--- config.mk ---
export PLATFORM = sky130hd
export DESIGN_NAME = mult_stream_top
export DESIGN_NICKNAME = d
export VERILOG_FILES = /design/src/common/mult_pkg.sv /design/src/common/link_pkg.sv /design/src/multiplier/cla_adder.sv /design/src/multiplier/dadda_multiplier_8x8.sv /design/src/rtl/operand_intake.sv /design/src/rtl/job_fifo.sv /design/src/rtl/product_sender.sv /design/src/rtl/mult_stream_top.sv
export VERILOG_INCLUDE_DIRS = /design/src /design/src/common
export SDC_FILE = /design/constraint.sdc
export NUM_CORES = 1
export LEC_CHECK = 0
export BUFFER_PORTS_ARGS = -buffer_cell sky130_fd_sc_hd__buf_2
export CAP_MARGIN = 5
export CORE_ASPECT_RATIO = 2
export CORE_MARGIN = 5
export CORE_UTILIZATION = 30
export DETAILED_ROUTE_END_ITERATION = 12
export HOLD_SLACK_MARGIN = 0.15
export PLACE_DENSITY = 0.55
export SYNTH_ARGS = -nofsm -noshare
export SYNTH_HDL_FRONTEND = slang
export SYNTH_SLANG_ARGS = --single-unit
--- constraint.sdc ---
create_clock -name clk -period 8.6 [get_ports clk]
set_clock_uncertainty 0.05 [all_clocks]
set_input_delay 0.86 -clock clk [delete_from_list [all_inputs] [get_ports clk]]
set_output_delay 0.86 -clock clk [all_outputs]
set_load 0.03 [all_outputs]
--- src/common/mult_defs.svh ---
`ifndef MULT_DEFS_SVH
`define MULT_DEFS_SVH

// ##################################################
// operand and product sizing
// ##################################################

`define MULT_OPERAND_WIDTH 8 // reduction tree is wired for 8 only

// ##################################################
// transport sizing
// ##################################################

`define MULT_TAG_WIDTH 4
`define MULT_FIFO_DEPTH 4 // power of two, pointers wrap

`endif

--- src/common/mult_pkg.sv ---
`default_nettype none

`include "mult_defs.svh"

package mult_pkg;

    // single multiplier input word
    typedef logic [`MULT_OPERAND_WIDTH-1:0] operand_t;

    typedef struct packed {
        operand_t a; // gates the partial product rows
        operand_t b; // row contents
    } operand_pair_t;

    // full width unsigned result
    typedef logic [2*`MULT_OPERAND_WIDTH-1:0] product_t;

endpackage

`default_nettype wire

--- src/common/link_pkg.sv ---
`default_nettype none

`include "mult_defs.svh"

package link_pkg;

    import mult_pkg::*;

    typedef logic [`MULT_TAG_WIDTH-1:0] tag_t;

    // word on the input link and in the buffer
    typedef struct packed {
        tag_t          tag;
        operand_pair_t ops;
    } job_t;

    typedef struct packed {
        tag_t     tag;     // copied from the job
        product_t product;
    } result_t;

endpackage

`default_nettype wire

--- src/multiplier/cla_adder.sv ---
`default_nettype none
`timescale 1ns/1ps

module cla_adder #(
    parameter int width = 4
) (
    input  logic [width-1:0] a,
    input  logic [width-1:0] b,
    input  logic             cin,
    output logic [width-1:0] sum,
    output logic             cout
);

    logic [width-1:0] g; // generate
    logic [width-1:0] p; // propagate
    logic [width:0]   c; // c[i] is the carry into bit i

    assign g = a & b;
    assign p = a ^ b;

    assign c[0] = cin;

    // chained lookahead, c(i+1) = g(i) | p(i) & c(i)
    for (genvar i = 0; i < width; i++) begin : g_carry
        assign c[i+1] = g[i] | (p[i] & c[i]);
    end

    assign sum  = p ^ c[width-1:0];
    assign cout = c[width];

endmodule

`default_nettype wire

--- src/multiplier/dadda_multiplier_8x8.sv ---
`default_nettype none
`timescale 1ns/1ps

module dadda_multiplier_8x8
    import mult_pkg::*;
(
    input  operand_pair_t operands,
    output product_t      product
);

    logic [7:0][7:0] pp; // pp[i][j] has weight i+j
    logic [3:0] s1, s2, s3, s4, s5, s6, s7, s9, s10, s11;
    logic [1:0] s8;
    logic c1, c2, c3, c4, c5, c6, c7, c8, c9, c10, c11;
    logic [13:0] s_final;
    logic c_final;

    for (genvar i = 0; i < 8; i++) begin : g_pp
        assign pp[i] = operands.b & {8{operands.a[i]}};
    end

    // ##################################################
    // stage 1, columns 5 to 11
    // ##################################################
    cla_adder #(.width(4)) ks_1 (
        .a({pp[1][7], pp[0][7], pp[0][6], pp[0][5]}),
        .b({pp[2][6], pp[1][6], pp[1][5], pp[1][4]}),
        .cin(1'b0), .sum(s1), .cout(c1)
    );
    cla_adder #(.width(4)) ks_2 (
        .a({pp[2][7], pp[3][5], pp[2][5], pp[2][4]}),
        .b({pp[3][6], pp[4][4], pp[3][4], pp[3][3]}),
        .cin(1'b0), .sum(s2), .cout(c2)
    );
    cla_adder #(.width(4)) ks_3 (
        .a({pp[3][7], pp[4][5], pp[5][3], pp[4][3]}),
        .b({pp[4][6], pp[5][4], pp[6][2], pp[5][2]}),
        .cin(1'b0), .sum(s3), .cout(c3)
    );

    // ##################################################
    // stage 2
    // ##################################################
    cla_adder #(.width(4)) ks_4 (
        .a({pp[4][2], pp[2][3], pp[0][4], pp[0][3]}),
        .b({pp[5][1], pp[3][2], pp[1][3], pp[1][2]}),
        .cin(1'b0), .sum(s4), .cout(c4)
    );
    cla_adder #(.width(4)) ks_5 (
        .a({pp[6][1], pp[6][0], pp[4][1], pp[2][2]}),
        .b({pp[7][0], s1[1], pp[5][0], pp[3][1]}),
        .cin(1'b0), .sum(s5), .cout(c5)
    );
    cla_adder #(.width(4)) ks_6 (
        .a({pp[5][5], pp[6][3], pp[7][1], s2[1]}),
        .b({pp[6][4], pp[7][2], 1'b0, s3[0]}),
        .cin(s1[2]), .sum(s6), .cout(c6) // s1[2] enters as carry at weight 7
    );
    cla_adder #(.width(4)) ks_7 (
        .a({pp[4][7], pp[7][3], c1, s2[2]}),
        .b({pp[5][6], c2, s2[3], s3[1]}),
        .cin(s1[3]), .sum(s7), .cout(c7)
    );
    cla_adder #(.width(2)) ks_8 (
        .a({pp[5][7], pp[7][4]}),
        .b({pp[6][6], c3}),
        .cin(pp[6][5]), .sum(s8), .cout(c8)
    );

    // ##################################################
    // stage 3
    // ##################################################
    cla_adder #(.width(4)) ks_9 (
        .a({s1[0], pp[4][0], pp[2][1], pp[0][2]}),
        .b({s4[2], s4[1], pp[3][0], pp[1][1]}),
        .cin(1'b0), .sum(s9), .cout(c9)
    );
    cla_adder #(.width(4)) ks_10 (
        .a({s3[2], c5, c4, s4[3]}),
        .b({s6[2], s6[1], s5[3], s5[2]}),
        .cin(s2[0]), .sum(s10), .cout(c10)
    );
    cla_adder #(.width(4)) ks_11 (
        .a({pp[6][7], pp[7][5], c6, s6[3]}),
        .b({pp[7][6], c7, s7[3], s7[2]}),
        .cin(s3[3]), .sum(s11), .cout(c11)
    );

    // last two rows, weights 1 to 14
    cla_adder #(.width(14)) ks_final (
        .a({pp[7][7], c8, s8[1], s8[0], c10, s7[1], s7[0],
            s6[0], c9, s5[1], s5[0], s4[0], pp[2][0], pp[0][1]}),
        .b({c11, s11[3], s11[2], s11[1], s11[0], s10[3], s10[2],
            s10[1], s10[0], s9[3], s9[2], s9[1], s9[0], pp[1][0]}),
        .cin(1'b0), .sum(s_final), .cout(c_final)
    );

    assign product = {c_final, s_final, pp[0][0]}; // bit 0 needs no adder

endmodule

`default_nettype wire

--- src/rtl/operand_intake.sv ---
`default_nettype none
`timescale 1ns/1ps

module operand_intake
    import link_pkg::*;
(
    input  logic clk,
    input  logic rst,

    // input link
    input  logic in_req,
    output logic in_ack,
    input  job_t in_job,

    // buffer side
    output logic push,
    output job_t push_job,
    input  logic full
);

    typedef enum logic {
        st_idle,
        st_acked
    } state_t;

    state_t state;

    // ##################################################
    // handshake controller
    // ##################################################

    always_ff @(posedge clk) begin
        if (rst) begin
            state <= st_idle;
        end else begin
            case (state)
                st_idle: begin
                    if (in_req && !full) begin
                        state <= st_acked; // job is written at this edge
                    end
                end
                st_acked: begin
                    if (!in_req) begin
                        state <= st_idle;
                    end
                end
                default: state <= st_idle;
            endcase
        end
    end

    // one push per four-phase cycle
    assign push = (state == st_idle) && in_req && !full;
    assign in_ack = (state == st_acked);

    assign push_job = in_job; // held stable by the sender while in_req is high

endmodule

`default_nettype wire

--- src/rtl/job_fifo.sv ---
`default_nettype none
`timescale 1ns/1ps

`include "mult_defs.svh"

module job_fifo
    import link_pkg::*;
(
    input  logic clk,
    input  logic rst,
    input  logic push,
    input  job_t push_job,
    input  logic pop,
    output job_t pop_job,
    output logic full,
    output logic empty
);

    localparam int depth = `MULT_FIFO_DEPTH;
    localparam int ptr_width = $clog2(depth);
    localparam logic [ptr_width:0] full_count = (ptr_width+1)'(depth);

    job_t mem [depth];

    logic [ptr_width-1:0] wr_ptr;
    logic [ptr_width-1:0] rd_ptr;
    logic [ptr_width:0]   count;
    logic [ptr_width:0]   count_next;

    always_comb begin
        count_next = count;
        case ({push, pop})
            2'b10: count_next = count + 1'b1;
            2'b01: count_next = count - 1'b1;
            default: ;  // both or neither
        endcase
    end

    always_ff @(posedge clk) begin
        if (rst) begin
            wr_ptr <= '0;
            rd_ptr <= '0;
            count  <= '0;
            full   <= 1'b0;
            empty  <= 1'b1;
        end else begin
            if (push) wr_ptr <= wr_ptr + 1'b1; // wraps, depth is a power of two
            if (pop) rd_ptr <= rd_ptr + 1'b1;
            count <= count_next;
            full  <= (count_next == full_count);
            empty <= (count_next == '0);
        end
    end

    always_ff @(posedge clk) begin
        if (push) begin
            mem[wr_ptr] <= push_job;
        end
    end

    assign pop_job = mem[rd_ptr]; // head entry

endmodule

`default_nettype wire

--- src/rtl/product_sender.sv ---
`default_nettype none
`timescale 1ns/1ps

module product_sender
    import mult_pkg::*;
    import link_pkg::*;
(
    input  logic    clk,
    input  logic    rst,

    // buffer side
    output logic    pop,
    input  job_t    pop_job,
    input  logic    empty,

    // result link
    output logic    out_req,
    input  logic    out_ack,
    output result_t out_result
);

    product_t head_product;

    // ##################################################
    // arithmetic on the head entry
    // ##################################################

    dadda_multiplier_8x8 u_mult (
        .operands(pop_job.ops),
        .product (head_product)
    );

    // ##################################################
    // output four-phase link
    // ##################################################

    // link idle means req low and the previous ack already returned low
    assign pop = !empty && !out_req && !out_ack;

    always_ff @(posedge clk) begin
        if (rst) begin
            out_req <= 1'b0;
        end else begin
            if (pop) begin
                out_req <= 1'b1;
            end else if (out_req && out_ack) begin
                out_req <= 1'b0;
            end
        end
    end

    // payload only moves on a pop, so it holds while out_req is high
    always_ff @(posedge clk) begin
        if (pop) begin
            out_result.tag     <= pop_job.tag;
            out_result.product <= head_product;
        end
    end

endmodule

`default_nettype wire

--- src/rtl/mult_stream_top.sv ---
`default_nettype none
`timescale 1ns/1ps

module mult_stream_top
    import link_pkg::*;
(
    input  logic    clk,
    input  logic    rst,
    input  logic    in_req,
    output logic    in_ack,
    input  job_t    in_job,
    output logic    out_req,
    input  logic    out_ack,
    output result_t out_result
);

    logic push;
    logic pop;
    logic full;
    logic empty;
    job_t push_job;
    job_t pop_job;

    operand_intake u_intake (
        .clk     (clk),
        .rst     (rst),
        .in_req  (in_req),
        .in_ack  (in_ack),
        .in_job  (in_job),
        .push    (push),
        .push_job(push_job),
        .full    (full)
    );

    job_fifo u_fifo (
        .clk     (clk),
        .rst     (rst),
        .push    (push),
        .push_job(push_job),
        .pop     (pop),
        .pop_job (pop_job),
        .full    (full),
        .empty   (empty)
    );

    product_sender u_sender (
        .clk       (clk),
        .rst       (rst),
        .pop       (pop),
        .pop_job   (pop_job),
        .empty     (empty),
        .out_req   (out_req),
        .out_ack   (out_ack),
        .out_result(out_result)
    );

endmodule

`default_nettype wire

==> key figures <==
STA
  • Slew of the pin with the lowest slew margin: around 1100 ps
  • Unrepaired setup endpoints after global routing: no
  • TNS Setup: 0 ps
  • Final Critical Period: roughly 7600 ps
  • Hold Worst Slack: around 440 ps
  • Max Clk Rate: roughly 0.13 GHz
  • Fin worst setup slack: ~1000 ps
  • Final setup violation count: 0
  • Part of the cycle the worst path needs: 0.878
  • Hold Vio Cnt, Final: 0
  • Worst rel slew slack: 0.253
  • Max-slew violation count: 0

Synthesis
  • Async set or reset register ratio after synthesis: 0
  • Register area share after synthesis: 0.581
  • Largest area contributor in the netlist: edfxtp_1
  • Synth top area cells: edfxtp_1 (53%), fa_1 (17%), mux4_2 (8.0%)
  • Synthesized Nets: approximately 430
  • Synth Cell Area: approximately 5600 um2
  • YS warnings: 0
  • Top cell type's share of synthesized area: 0.535
  • Predominant post-synthesis flop cell: edfxtp_1
  • Distinct cells, synth: 27
  • EDFF count, synth: 100
  • Most frequent cell after synthesis: edfxtp_1
  • FF+latch count, synth: approximately 110
  • Syn Area/Cell: about 16 um2
  • Synthesized instance count: 345
  • Commonest cells post-synth: edfxtp_1 (100), fa_1 (49), inv_1 (45), and2_1 (34), nand2_1 (34)

Place
  • Pre-CTS setup slack: approximately 1000 ps
  • Placed Cells: 605
  • Placer Congestion: approximately 0.83
  • HPWL after DPL: 8320 um
  • I/O Buffers: 45

Pwr
  • Leak: approximately 2.5 nW
  • PwrDens: 337 nW/um2
  • Maximum vdd drop: ~0.15 mV

Die
  • Row count: 70
  • Initial core utilization: 0.305
  • I/O pin cnt: 46
  • Die Height: between 200 and 250 um
  • Die Wd: approximately 110 um
  • Area of the core: roughly 18000 um2
  • Die area: approximately 22000 um2

Routing
  • TritonRoute pass-1 iters: 5
  • Final WL: about 11000 um
  • Drt initial violations: approximately 130
  • Post-route antenna net violation count: 0
  • Vias per Instance: roughly 4.5
  • Via count: roughly 2900
  • DRC: 0
  • Routed WL per cell: 17.1 um

Worst setup path
  • Critical path's most frequent cell: fa_1
  • Crit end category: flip-flop
  • Top Family by Delay on Critical Path: adder cells
  • Crit-path max cell delay: just under 700 ps
  • Worst-path cell chain: mux4_2 > and2_1 > ha_1 > fa_1 > inv_1 > fa_1 > inv_1 > fa_1 > fa_1 > fa_1 > fa_1 > fa_1 > fa_1 > fa_1 > fa_1 > fa_1 > fa_1 > fa_1
  • Critical path launch point type: flip-flop
  • Worst path required time: roughly 8700 ps
  • Crit path max fanout: 9
  • Buf/Inv on CP: 2
  • Critical path type: reg -> reg
  • CP arrival: approximately 7700 ps
  • Slowest cell on the critical path: mux4_2

Layout
  • Area Overhead vs Synth: 18.7%
  • Nets@finish: about 500
  • Filler cell count in the final layout: about 1800
  • Layout cells sized above 1: 0.249
  • Non-Filler Instances: 638
  • FF+latch area: 3260 um2
  • Multi-input logic area: ~2200 um2

CTS
  • Post-cts gate resize count: 0
  • Num CTS Buffers: 17
  • Cts hold-fix bufs: 0
  • Post CTS Setup Buffer Count: 0
  • Root Driver: clkbuf_16
  • Clk_lat worst skew: approximately 410 ps
  • Sink Count: around 110
  • H-tree depth: 4
  • CTS tree: built
  • Clock-pin transition on the worst setup and hold timing paths: 60 ps
  • Bufs on Longest Clock Path: 2

Global routing
  • GRT Overall Usage: 0.111
  • Antenna violations before repair: 1
  • First-pass GRT wire length: around 18000 um
  • Total grt overflow: 0
  • Vias in the first global route: ~3300
  • Largest net degree at the start of global routing: 23

Job
  • Max-cap violations: 0

Outcome
  • Status: finished, final reports clean

Min path
  • Hold crit path type: reg -> reg
==> report_power, final <==
group / switching [mW] / internal, mW / total (mW)
registers: 0.0236 / 0.744 / 0.768
clock network: 0.258 / 0.387 / 0.645
logic: 0.494 / 0.341 / 0.834
==> cell usage in the layout (no fill, tap or decap), drive strengths merged, types with 2 or more instances in the layout <==
master,n
nor4b,2
a21oi,3
clkinvlp,2
buf,49
nor3b,2
clkbuf,18
and2,34
inv,50
xnor2,5
mux4,20
dfxtp,13
ha,13
nand2,34
clkinv,7
fa,49
edfxtp,100
nor2,10
==> per-stage QoR <==
step                      power (mW)   util  cell area [um2]
after CTS                       2.30  0.362             6660
after floorplan                 1.41      -             5620
after global placement          1.62  0.332             6110
after detailed placement        1.65  0.332             6110
final                           2.25  0.362             6670
after global routing            2.47  0.362             6660
==> area by class of cell <==
type | instances | share of cell area
flip-flops and latches | 113 | 0.489
multi-input cells | 182 | 0.323
clock buffers | 18 | 0.0676
well taps | 216 | 0.0405
repair buffers | 49 | 0.0383
inverters | 45 | 0.0253
clock inverters | 14 | 0.0156
diodes | 1 | 0.000375
==> state kept, by name (all words and copies together), names as in the netlist, named ones only <==
signal,count
u_fifo.empty,1
u_fifo.wr_ptr,2
u_intake.in_ack,1
u_fifo.full,1
u_fifo.count,3
u_fifo.rd_ptr,2
u_sender.out_result,20
u_sender.out_req,1
u_fifo.mem,80
==> final timing paths <==
kind           startpoint                 endpoint  slack [ps]  depth (start not counted)
max             flip-flop  u_sender.out_result[14]        1050                         18
min          u_fifo.empty         u_sender.out_req         440                          1
max reg2reg     flip-flop  u_sender.out_result[14]        1050                         18
min reg2reg  u_fifo.empty         u_sender.out_req         440                          1
==> logic make-up after synthesis <==
kind of cell	after synthesis	share of synthesized area
compound gates	6	0.00758
xor+xnor	6	0.00936
fa+ha+maj	62	0.204
buf+inv	50	0.0365
flops	113	0.581
mux	21	0.0820
simple gates	87	0.0798
==> per-layer routing <==
layer | wire (um) | vias up | GRT usage | part of all wire
met5 | 0 | - | 0 | 0
met4 | 344 | 0 | 0.0576 | 0.032
li1 | - | 1316 | - | -
met3 | 434 | 29 | 0.0355 | 0.040
met1 | 3510 | 1476 | 0.0974 | 0.32
met2 | 6600 | 59 | 0.216 | 0.61
No activity file was read; power rests on OpenSTA's default activity.
